--- src/axiwr_defines.svh ---
// AXI write master parameters
`ifndef AXIWR_DEFINES_SVH
`define AXIWR_DEFINES_SVH

// Bus widths
`define AXIWR_DATA_WIDTH 64
`define AXIWR_ADDR_WIDTH 32
`define AXIWR_ID_WIDTH   4

// Write data FIFO entries, power of two
`define AXIWR_FIFO_DEPTH 8

// Fixed AW attributes
// 8 bytes per beat
`define AXIWR_AWSIZE  3'b011
// INCR burst
`define AXIWR_AWBURST 2'b01
// Non-secure, unprivileged, data access
`define AXIWR_AWPROT  3'b010

`endif

--- src/axiwr_pkg.sv ---
// AXI write master types
`include "axiwr_defines.svh"

package axiwr_pkg;

    //////////////////////////////
    // Payload vectors
    //////////////////////////////

    typedef logic [`AXIWR_DATA_WIDTH-1:0]   data_t;
    typedef logic [`AXIWR_DATA_WIDTH/8-1:0] strb_t;
    typedef logic [`AXIWR_ADDR_WIDTH-1:0]   addr_t;
    typedef logic [1:0]                     resp_t;

    //////////////////////////////
    // Address sequencer states
    //////////////////////////////

    // Idle waits for a client address, fill waits for its data beat
    typedef enum logic {
        ST_IDLE,
        ST_FILL
    } aw_state_t;

endpackage

--- src/axiwr_aw_seq.sv ---
// AXI write address sequencer
module axiwr_aw_seq (
    input  logic             clk,
    input  logic             rst,
    input  axiwr_pkg::addr_t aw_addr,
    input  logic             aw_valid,
    output logic             aw_ready,
    input  logic             w_accept,
    output logic             hold,
    output axiwr_pkg::addr_t m_axi_awaddr,
    output logic             m_axi_awvalid,
    input  logic             m_axi_awready
);
    import axiwr_pkg::*;

    aw_state_t state;
    aw_state_t state_next;
    logic      aw_ready_next;
    logic      hold_next;
    logic      awvalid_next;
    logic      aw_take;

    assign aw_take = aw_valid && aw_ready;

    //////////////////////////////
    // Next state
    //////////////////////////////

    always_comb begin
        state_next    = state;
        hold_next     = 1'b1;
        aw_ready_next = 1'b0;
        // Pending AXI address clears on the slave handshake
        awvalid_next  = m_axi_awvalid && !m_axi_awready;

        case (state)
            ST_IDLE: begin
                // Offer a new slot only when no AXI address is waiting
                aw_ready_next = !awvalid_next;
                if (aw_take) begin
                    aw_ready_next = 1'b0;
                    hold_next     = 1'b0;
                    state_next    = ST_FILL;
                end
            end
            ST_FILL: begin
                hold_next = 1'b0;
                if (w_accept) begin
                    // Beat is stored, the address may go out now
                    awvalid_next = 1'b1;
                    hold_next    = 1'b1;
                    state_next   = ST_IDLE;
                end
            end
            default: begin
                state_next = ST_IDLE;
            end
        endcase
    end

    //////////////////////////////
    // Registers
    //////////////////////////////

    always_ff @(posedge clk) begin
        if (rst) begin
            state         <= ST_IDLE;
            hold          <= 1'b1;
            aw_ready      <= 1'b0;
            m_axi_awvalid <= 1'b0;
        end else begin
            state         <= state_next;
            hold          <= hold_next;
            aw_ready      <= aw_ready_next;
            m_axi_awvalid <= awvalid_next;
        end
    end

    // Captured address stays put until the next client handshake
    always_ff @(posedge clk) begin
        if (aw_take) begin
            m_axi_awaddr <= aw_addr;
        end
    end

endmodule

--- src/axiwr_wfifo.sv ---
// Write data FIFO
`include "axiwr_defines.svh"

module axiwr_wfifo #(
    parameter int DEPTH = `AXIWR_FIFO_DEPTH
) (
    input  logic             clk,
    input  logic             rst,
    input  axiwr_pkg::data_t w_data,
    input  axiwr_pkg::strb_t w_strb,
    input  logic             w_valid,
    output logic             w_ready,
    output logic             w_accept,
    input  logic             hold,
    output axiwr_pkg::data_t rd_data,
    output axiwr_pkg::strb_t rd_strb,
    output logic             rd_valid,
    input  logic             out_take
);
    import axiwr_pkg::*;

    localparam int AW = $clog2(DEPTH);

    data_t       mem_data [DEPTH];
    strb_t       mem_strb [DEPTH];
    logic [AW:0] wr_ptr;
    logic [AW:0] rd_ptr;
    logic        full;
    logic        empty;
    logic        rd_load;

    // Wrap bits differ but index bits match
    assign full  = (wr_ptr[AW] != rd_ptr[AW]) && (wr_ptr[AW-1:0] == rd_ptr[AW-1:0]);
    assign empty = (wr_ptr == rd_ptr);

    // No beats while the sequencer holds the data path
    assign w_ready  = !full && !hold;
    assign w_accept = w_valid && w_ready;

    // Read stage refills when it is empty or being drained
    assign rd_load = (out_take || !rd_valid) && !empty;

    //////////////////////////////
    // Pointers
    //////////////////////////////

    always_ff @(posedge clk) begin
        if (rst) begin
            wr_ptr   <= '0;
            rd_ptr   <= '0;
            rd_valid <= 1'b0;
        end else begin
            if (w_accept) begin
                wr_ptr <= wr_ptr + 1'b1;
            end
            if (out_take || !rd_valid) begin
                rd_valid <= !empty;
            end
            if (rd_load) begin
                rd_ptr <= rd_ptr + 1'b1;
            end
        end
    end

    //////////////////////////////
    // Storage
    //////////////////////////////

    always_ff @(posedge clk) begin
        if (w_accept) begin
            mem_data[wr_ptr[AW-1:0]] <= w_data;
            mem_strb[wr_ptr[AW-1:0]] <= w_strb;
        end
    end

    // Registered read port
    always_ff @(posedge clk) begin
        if (rd_load) begin
            rd_data <= mem_data[rd_ptr[AW-1:0]];
            rd_strb <= mem_strb[rd_ptr[AW-1:0]];
        end
    end

endmodule

--- src/axiwr_wout.sv ---
// AXI W channel output register
module axiwr_wout (
    input  logic             clk,
    input  logic             rst,
    input  axiwr_pkg::data_t rd_data,
    input  axiwr_pkg::strb_t rd_strb,
    input  logic             rd_valid,
    output logic             out_take,
    output axiwr_pkg::data_t m_axi_wdata,
    output axiwr_pkg::strb_t m_axi_wstrb,
    output logic             m_axi_wvalid,
    input  logic             m_axi_wready
);

    // Register frees up on a slave handshake or when it holds nothing
    assign out_take = m_axi_wready || !m_axi_wvalid;

    always_ff @(posedge clk) begin
        if (rst) begin
            m_axi_wvalid <= 1'b0;
        end else if (out_take) begin
            m_axi_wvalid <= rd_valid;
        end
    end

    // Payload frozen while the slave stalls
    always_ff @(posedge clk) begin
        if (out_take) begin
            m_axi_wdata <= rd_data;
            m_axi_wstrb <= rd_strb;
        end
    end

endmodule

--- src/axiwr_master.sv ---
// Buffered AXI4 single-beat write master
`include "axiwr_defines.svh"

module axiwr_master #(
    parameter int FIFO_DEPTH = `AXIWR_FIFO_DEPTH
) (
    input  logic                       clk,
    input  logic                       rst,
    // Client side
    input  axiwr_pkg::addr_t           aw_addr,
    input  logic                       aw_valid,
    output logic                       aw_ready,
    input  axiwr_pkg::data_t           w_data,
    input  axiwr_pkg::strb_t           w_strb,
    input  logic                       w_valid,
    output logic                       w_ready,
    output axiwr_pkg::resp_t           b_resp,
    output logic                       b_valid,
    input  logic                       b_ready,
    // AXI master side
    output logic [`AXIWR_ID_WIDTH-1:0] m_axi_awid,
    output axiwr_pkg::addr_t           m_axi_awaddr,
    output logic [7:0]                 m_axi_awlen,
    output logic [2:0]                 m_axi_awsize,
    output logic [1:0]                 m_axi_awburst,
    output logic                       m_axi_awlock,
    output logic [3:0]                 m_axi_awcache,
    output logic [2:0]                 m_axi_awprot,
    output logic [3:0]                 m_axi_awqos,
    output logic [3:0]                 m_axi_awregion,
    output logic                       m_axi_awvalid,
    input  logic                       m_axi_awready,
    output axiwr_pkg::data_t           m_axi_wdata,
    output axiwr_pkg::strb_t           m_axi_wstrb,
    output logic                       m_axi_wlast,
    output logic                       m_axi_wvalid,
    input  logic                       m_axi_wready,
    input  axiwr_pkg::resp_t           m_axi_bresp,
    input  logic                       m_axi_bvalid,
    output logic                       m_axi_bready
);
    import axiwr_pkg::*;

    logic  hold;
    logic  w_accept;
    data_t rd_data;
    strb_t rd_strb;
    logic  rd_valid;
    logic  out_take;

    //////////////////////////////
    // Fixed AXI fields
    //////////////////////////////

    // Single beat, ID zero, device non-bufferable
    assign m_axi_awid     = '0;
    assign m_axi_awlen    = 8'd0;
    assign m_axi_awsize   = `AXIWR_AWSIZE;
    assign m_axi_awburst  = `AXIWR_AWBURST;
    assign m_axi_awlock   = 1'b0;
    assign m_axi_awcache  = 4'd0;
    assign m_axi_awprot   = `AXIWR_AWPROT;
    assign m_axi_awqos    = 4'd0;
    assign m_axi_awregion = 4'd0;
    assign m_axi_wlast    = 1'b1;

    // B channel passes straight through
    assign b_resp       = m_axi_bresp;
    assign b_valid      = m_axi_bvalid;
    assign m_axi_bready = b_ready;

    //////////////////////////////
    // Blocks
    //////////////////////////////

    axiwr_aw_seq aw_seq_i (
        .clk           (clk),
        .rst           (rst),
        .aw_addr       (aw_addr),
        .aw_valid      (aw_valid),
        .aw_ready      (aw_ready),
        .w_accept      (w_accept),
        .hold          (hold),
        .m_axi_awaddr  (m_axi_awaddr),
        .m_axi_awvalid (m_axi_awvalid),
        .m_axi_awready (m_axi_awready)
    );

    axiwr_wfifo #(
        .DEPTH (FIFO_DEPTH)
    ) wfifo_i (
        .clk      (clk),
        .rst      (rst),
        .w_data   (w_data),
        .w_strb   (w_strb),
        .w_valid  (w_valid),
        .w_ready  (w_ready),
        .w_accept (w_accept),
        .hold     (hold),
        .rd_data  (rd_data),
        .rd_strb  (rd_strb),
        .rd_valid (rd_valid),
        .out_take (out_take)
    );

    axiwr_wout wout_i (
        .clk          (clk),
        .rst          (rst),
        .rd_data      (rd_data),
        .rd_strb      (rd_strb),
        .rd_valid     (rd_valid),
        .out_take     (out_take),
        .m_axi_wdata  (m_axi_wdata),
        .m_axi_wstrb  (m_axi_wstrb),
        .m_axi_wvalid (m_axi_wvalid),
        .m_axi_wready (m_axi_wready)
    );

endmodule

--- config.mk ---
export PLATFORM = sky130hd
export DESIGN_NAME = axiwr_master
export DESIGN_NICKNAME = d
export VERILOG_FILES = /design/src/axiwr_pkg.sv /design/src/axiwr_aw_seq.sv /design/src/axiwr_wfifo.sv /design/src/axiwr_wout.sv /design/src/axiwr_master.sv
export VERILOG_INCLUDE_DIRS = /design/src
export SDC_FILE = /design/constraint.sdc
export NUM_CORES = 1
export LEC_CHECK = 0
export BUFFER_PORTS_ARGS = -buffer_cell sky130_fd_sc_hd__buf_2
export CELL_PAD_IN_SITES_DETAIL_PLACEMENT = 1
export CELL_PAD_IN_SITES_GLOBAL_PLACEMENT = 1
export CORE_MARGIN = 5
export CORE_UTILIZATION = 40
export CTS_CLUSTER_DIAMETER = 150
export CTS_CLUSTER_SIZE = 10
export DETAILED_ROUTE_END_ITERATION = 8
export PLACE_DENSITY_LB_ADDON = 0.05
export SYNTH_ARGS = -nofsm -noshare
export SYNTH_HDL_FRONTEND = slang
export SYNTH_SLANG_ARGS = --single-unit
--- constraint.sdc ---
create_clock -name clk -period 6.9 [get_ports clk]
set_input_delay 1.38 -clock clk [delete_from_list [all_inputs] [get_ports clk]]
set_output_delay 1.38 -clock clk [all_outputs]
set_load 0.03 [all_outputs]
After elaboration in Yosys (flattened, before gate mapping)
Memory sizes are Yosys's and may differ from the RTL's. A register that Yosys moved wholly into a read port is not among the register bits.
Index checks and enable logic that the tools add are counted.
W data, S select, Z words.
- eq/ne operators: 3
- add/sub/neg operators: 2
- reduce and logical (&&, ||, !) cells: 16
- mux-type cells: 9
- bitwise gates (word level): 1
- operators with widths (operator ; count):
    $add A4 B1 Y4 const B ; 2
    $logic_not A1 Y1 ; 7
    $mux W1 ; 7
    $logic_and A1 B1 Y1 ; 6
    $eq A4 B4 Y1 ; 1
    $pmux W1 S2 ; 2
    $eq A3 B3 Y1 ; 1
    $reduce_or A3 Y1 ; 1
    $logic_or A1 B1 Y1 ; 2
    $ne A1 B1 Y1 ; 1
    $not A1 Y1 ; 1
- logic and storage cells: 44
- bits in registers: 118
- input port bits: 114
- output and inout bits: 146
- RAM bits: 576
- memories: 2
- memories (name ; depth ; width ; read ports ; clocked after Yosys merged registers in ; wr ports ; RTL line ; text):
    wfifo_i.mem_data ; 8 ; 64 ; 1 ; 1 ; 1 ; axiwr_wfifo.sv:24 ; data_t mem_data [DEPTH];
    wfifo_i.mem_strb ; 8 ; 8 ; 1 ; 1 ; 1 ; axiwr_wfifo.sv:25 ; strb_t mem_strb [DEPTH];

Logic depth before layout (Yosys ltp)
- depth after elaboration: 7
- gate-level depth with buffers: 6

Cells and area by module
From an unflattened synthesis, not the netlist that was laid out.
- cells, all modules: 1133
- area total of the unflattened synthesis: 27966.8 um^2
- by module, submodules not included (module ; instances ; cells each ; area each (um^2)):
    axiwr_wfifo ; 1 ; 972 ; 24362.1
    axiwr_wout ; 1 ; 76 ; 2208.4
    axiwr_aw_seq ; 1 ; 45 ; 1103.6
    axiwr_master ; 1 ; 40 ; 292.8

Worst setup path before layout
OpenSTA, ideal clock, no wires.
- kind: in2reg
- start: input port w_valid
- end: memory wfifo_i.mem_data[0][0] in the netlist's numbering (enable)
- arrival: 6760 ps
- path slack: -451 ps
- required time: 6309 ps
- stages: 4
- buffers on the path: 0
- library setup time: 591 ps
- path through: nand2b_1 a41oi_4 nand2b_1 nor3_1
- cells in the longest elaborated chain, start to end: 3
- RTL lines (element ; RTL line ; text):
    from (decl) ; axiwr_master.sv:15 ; input logic w_valid,
    $logic_and A1 B1 Y1 ; axiwr_wfifo.sv:38 ; assign w_accept = w_valid && w_ready;
    $mux W1 ; axiwr_wfifo.sv:70 ; if (w_accept) begin
    $mux W1 (not written as such) ; axiwr_wfifo.sv:71 ; mem_data[wr_ptr[AW-1:0]] <= w_data;
    to (decl) ; axiwr_wfifo.sv:24 ;
Every way passes these cells.

Final worst setup path
- start: register wfifo_i.rd_ptr[1]
- end: memory wfifo_i.mem_data[0][20] in the netlist's numbering (enable)
- cells in the longest elaborated chain, start to end: 7
- RTL lines (element ; RTL line ; text):
    from (decl) ; axiwr_wfifo.sv:27 ; logic [AW:0] rd_ptr;
    from (signal assigned) ; axiwr_wfifo.sv:60 ; rd_ptr <= rd_ptr + 1'b1;
    $eq A3 B3 Y1 ; axiwr_wfifo.sv:33 ; assign full = (wr_ptr[AW] != rd_ptr[AW]) && (wr_ptr[AW-1:0] == rd_ptr[AW-1:0]);
    $logic_and A1 B1 Y1 ; axiwr_wfifo.sv:33 ;
    $logic_not A1 Y1 ; axiwr_wfifo.sv:37 ; assign w_ready = !full && !hold;
    $logic_and A1 B1 Y1 ; axiwr_wfifo.sv:37 ;
    $logic_and A1 B1 Y1 ; axiwr_wfifo.sv:38 ;
    $mux W1 ; axiwr_wfifo.sv:70 ;
    $mux W1 (not written as such) ; axiwr_wfifo.sv:71 ;
Every way passes these cells.

==> key figures <==
Global routing
  – Vias in the first global route: 14200
  – GRT overflow: 0
  – Initial antenna violation count: 10
  – Tot GR Track Use: 0.168
  – Largest net degree at the start of global routing: 73
  – First-pass GRT wire length: 94000 µm

Setup path
  – Reg2Reg Depth: 6
  – CP arrival: 4.02 ns
  – Req. time, crit path: 7.12 ns
  – Worst R2R End: wfifo_i.mem_data[0][20]
  – CP max FO: 63
  – Critical path type: register to register
  – R2r startpoint: wfifo_i.rd_ptr[1]
  – Reg2reg setup slack: 3.09 ns
  – Worst setup EP type: register
  – Critical Path Source Type: register

Pwr
  – Worst IR drop on VDD: 0.000211 V
  – Lkg Pwr: 10.8 nW
  – Cell area power density: 361 nW/µm²

Run status
  – Outcome: completed

Floorplan
  – DIE AREA: 75200 µm²
  – CORE AREA: 68900 µm²
  – IO Count: 260
  – Starting Density: 0.405
  – Die X: 274 µm
  – Row cnt: 96
  – Die Span Y: 274 µm

Clock network
  – CTS tree: done
  – Post-CTS resize count: 0
  – Post-CTS Hold Fix Bufs: 0
  – Clock Sinks: 766
  – Worst-path clk slew: 0.06 ns
  – Root Driver: clkbuf_16
  – Clk_lat worst skew: 0.61 ns
  – H-tree levels: 3
  – Clk buf depth: 3
  – Post-CTS Repair Setup Buffers: 0
  – Number of buffers created by CTS: 86

Final layout
  – Area Growth Syn to Fin: 15.9%
  – Share of cells above drive strength 1: 0.318
  – Nets: 1670
  – FILL cells: 6351

Drt
  – Antenna-violating nets left: 0
  – Via Count: 12700
  – Routed wire length: 62700 µm
  – Post-route DRC: 0
  – DRT Pass-1 Iters: 4
  – Routed len/inst: 25.0 µm
  – Initial DRC Count: 829
  – Vias per cell: 5.06

Logic synthesis
  – Synth warn: 0
  – Seq cells post-synth: 766
  – Syn_area_per_cell: 21.8 µm²
  – Netlist cell types: 33
  – Post-Synthesis Cells: 1282
  – Mapped cell area: 27900 µm²
  – Fraction of the yosys area taken by sequential cells: 0.818

STA
  – Setup tns final: 0 ns
  – Unrepaired setup endpoints after global routing: false
  – Fmax: 0.263 GHz
  – Slew Limit Fails: 0
  – WHS: 0.417 ns
  – Final min period: 3.81 ns
  – Hold Fails Final Rpt: 0
  – Worst-margin pin slew: 1.06 ns
  – Normalized max-slew margin: 0.292
  – Final Cycle Share: 0.552
  – Final setup viols: 0
  – Clock Skews: 0.0216 ns

Job
  – Max Cap Viol: 0

Placement
  – Dpl hpwl: 34300 µm
  – Gpl congestion: 0.703
  – Port bufs: 217

Min path
  – Hold path start: wfifo_i.rd_strb[6]
  – Hold Path Sink: wout_i.m_axi_wstrb[6]
  – Hold crit path type: register to register
  – WHS Path Cells: 0
==> where the power goes <==
group | switching [mW] | internal, mW | leakage (nW) | total [mW]
Clock | 1.68 | 2.31 | 1.14 | 3.99
Combinational | 1.13 | 0.711 | 2.61 | 1.84
Sequential | 0.214 | 5.63 | 7.03 | 5.84
==> registers in the layout, indices dropped and copies added, names as in the netlist, 8 cells and up <==
register	flops
aw_seq_i.m_axi_awaddr	32
wfifo_i.mem_data	512
wfifo_i.mem_strb	64
wfifo_i.rd_data	64
wfifo_i.rd_strb	8
wout_i.m_axi_wdata	64
wout_i.m_axi_wstrb	8
==> worst max path at each step <==
stage / startpoint / endpoint / slack (ns) / cells after the start
after global placement: w_valid / wfifo_i.mem_data[0][29] / 2.89 / 7
final: wfifo_i.rd_ptr[1] / wfifo_i.mem_data[0][20] / 3.09 / 6
after CTS: wfifo_i.rd_ptr[1] / wfifo_i.mem_data[0][18] / 2.96 / 6
after detailed placement: w_valid / wfifo_i.mem_data[0][18] / 2.81 / 7
after global routing: wfifo_i.rd_ptr[1] / wfifo_i.mem_data[0][20] / 2.85 / 6
after floorplan: w_valid / wfifo_i.mem_data[2][0] / 1.48 / 4
==> cell usage after synthesis <==
| master | n | area (µm²) |
|---|---|---|
| a21o_1 | 2 | 15.0 |
| a21oi_1 | 6 | 30.0 |
| a31o_2 | 1 | 8.76 |
| a41oi_1 | 1 | 8.76 |
| a41oi_2 | 1 | 16.3 |
| a41oi_4 | 1 | 27.5 |
| and2_1 | 2 | 12.5 |
| and3_1 | 1 | 6.26 |
| and3b_1 | 1 | 8.76 |
| and4_4 | 1 | 11.3 |
| buf_1 | 16 | 60.1 |
| buf_2 | 6 | 30.0 |
| buf_4 | 54 | 405 |
| clkbuf_1 | 13 | 48.8 |
| clkbuf_2 | 1 | 5.00 |
| conb_1 | 2 | 7.51 |
| dfxtp_1 | 14 | 280 |
| edfxtp_1 | 752 | 22600 |
| ha_1 | 2 | 25.0 |
| inv_1 | 3 | 11.3 |
| mux2_4 | 1 | 15.0 |
| mux2i_1 | 2 | 20.0 |
| mux4_2 | 144 | 3240 |
| nand2_1 | 219 | 822 |
| nand2b_1 | 8 | 50.1 |
| nand3_1 | 4 | 20.0 |
| nor2_1 | 13 | 48.8 |
| nor2b_1 | 1 | 6.26 |
| nor3_1 | 3 | 15.0 |
| nor4b_1 | 1 | 8.76 |
| xnor2_1 | 2 | 17.5 |
| xnor2_2 | 3 | 48.8 |
| xor2_2 | 1 | 16.3 |
==> through the flow <==
stage	total power [mW]	instance area, µm²	instances	utilization	setup WS (ns)
after floorplan	7.28	28100	1314	-	1.48
after global placement	7.83	30000	2397	0.436	2.89
after detailed placement	7.85	30000	2397	0.436	2.81
after CTS	11.9	32400	2505	0.470	2.96
after global routing	12.2	32400	2505	0.470	2.85
final	11.7	32400	2509	0.470	3.09
==> logic make-up after synthesis <==
family | synth area share
flip-flops | 0.818
AND/OR/NAND/NOR | 0.0361
multiplexers | 0.117
buffers and inverters | 0.0201
AO/OA/AOI/OAI | 0.00381
XOR/XNOR | 0.00296
adder cells (fa/ha/maj) | 0.000896
other | 0.000269
==> worst max-delay path: stages, from the launching register on <==
cell,delay [ns]
dfxtp_4,1.04
xnor2_2,0.26
a41oi_4,0.31
nand2b_1,0.32
nor3_4,0.21
buf_4,0.48
buf_4,0.77
==> layout by cell type, fill, tap and decap left out, types with 3 or more instances in the layout <==
master | synthesis | final
clkbuf_16 | 0 | 88
clkbuf_1 | 13 | 15
diode_2 | 0 | 4
nor2_4 | 0 | 5
nor2_1 | 13 | 8
edfxtp_1 | 752 | 752
inv_6 | 0 | 3
nand2_1 | 219 | 219
xnor2_2 | 3 | 3
nand3_1 | 4 | 4
dfxtp_4 | 0 | 3
dfxtp_1 | 14 | 11
buf_2 | 6 | 217
conb_1 | 2 | 34
mux4_2 | 144 | 144
a21oi_1 | 6 | 6
buf_4 | 54 | 24
nand2b_1 | 8 | 7
==> final cells by class <==
class | count | area (µm²) | area share
Clock buffer | 103 | 2260 | 0.0697
Inverter | 3 | 12.5 | 0.000386
Antenna cell | 4 | 10.0 | 0.000309
Clock inverter | 5 | 72.6 | 0.00224
Multi-Input combinational cell | 455 | 4710 | 0.145
Tap cell | 931 | 1160 | 0.0360
Sequential cell | 766 | 22900 | 0.706
Timing Repair Buffer | 242 | 1290 | 0.0397
==> routing by layer <==
metal / global-route usage / share of wire / up-vias / routed length, µm
li1: - / - / 5555 / -
met1: 0.219 / 0.42 / 6797 / 26300
met2: 0.292 / 0.52 / 255 / 32300
met3: 0.0321 / 0.045 / 85 / 2800
met4: 0.0439 / 0.019 / 6 / 1220
met5: 0 / 0.00075 / - / 47
(Power assumes the default switching activity.)
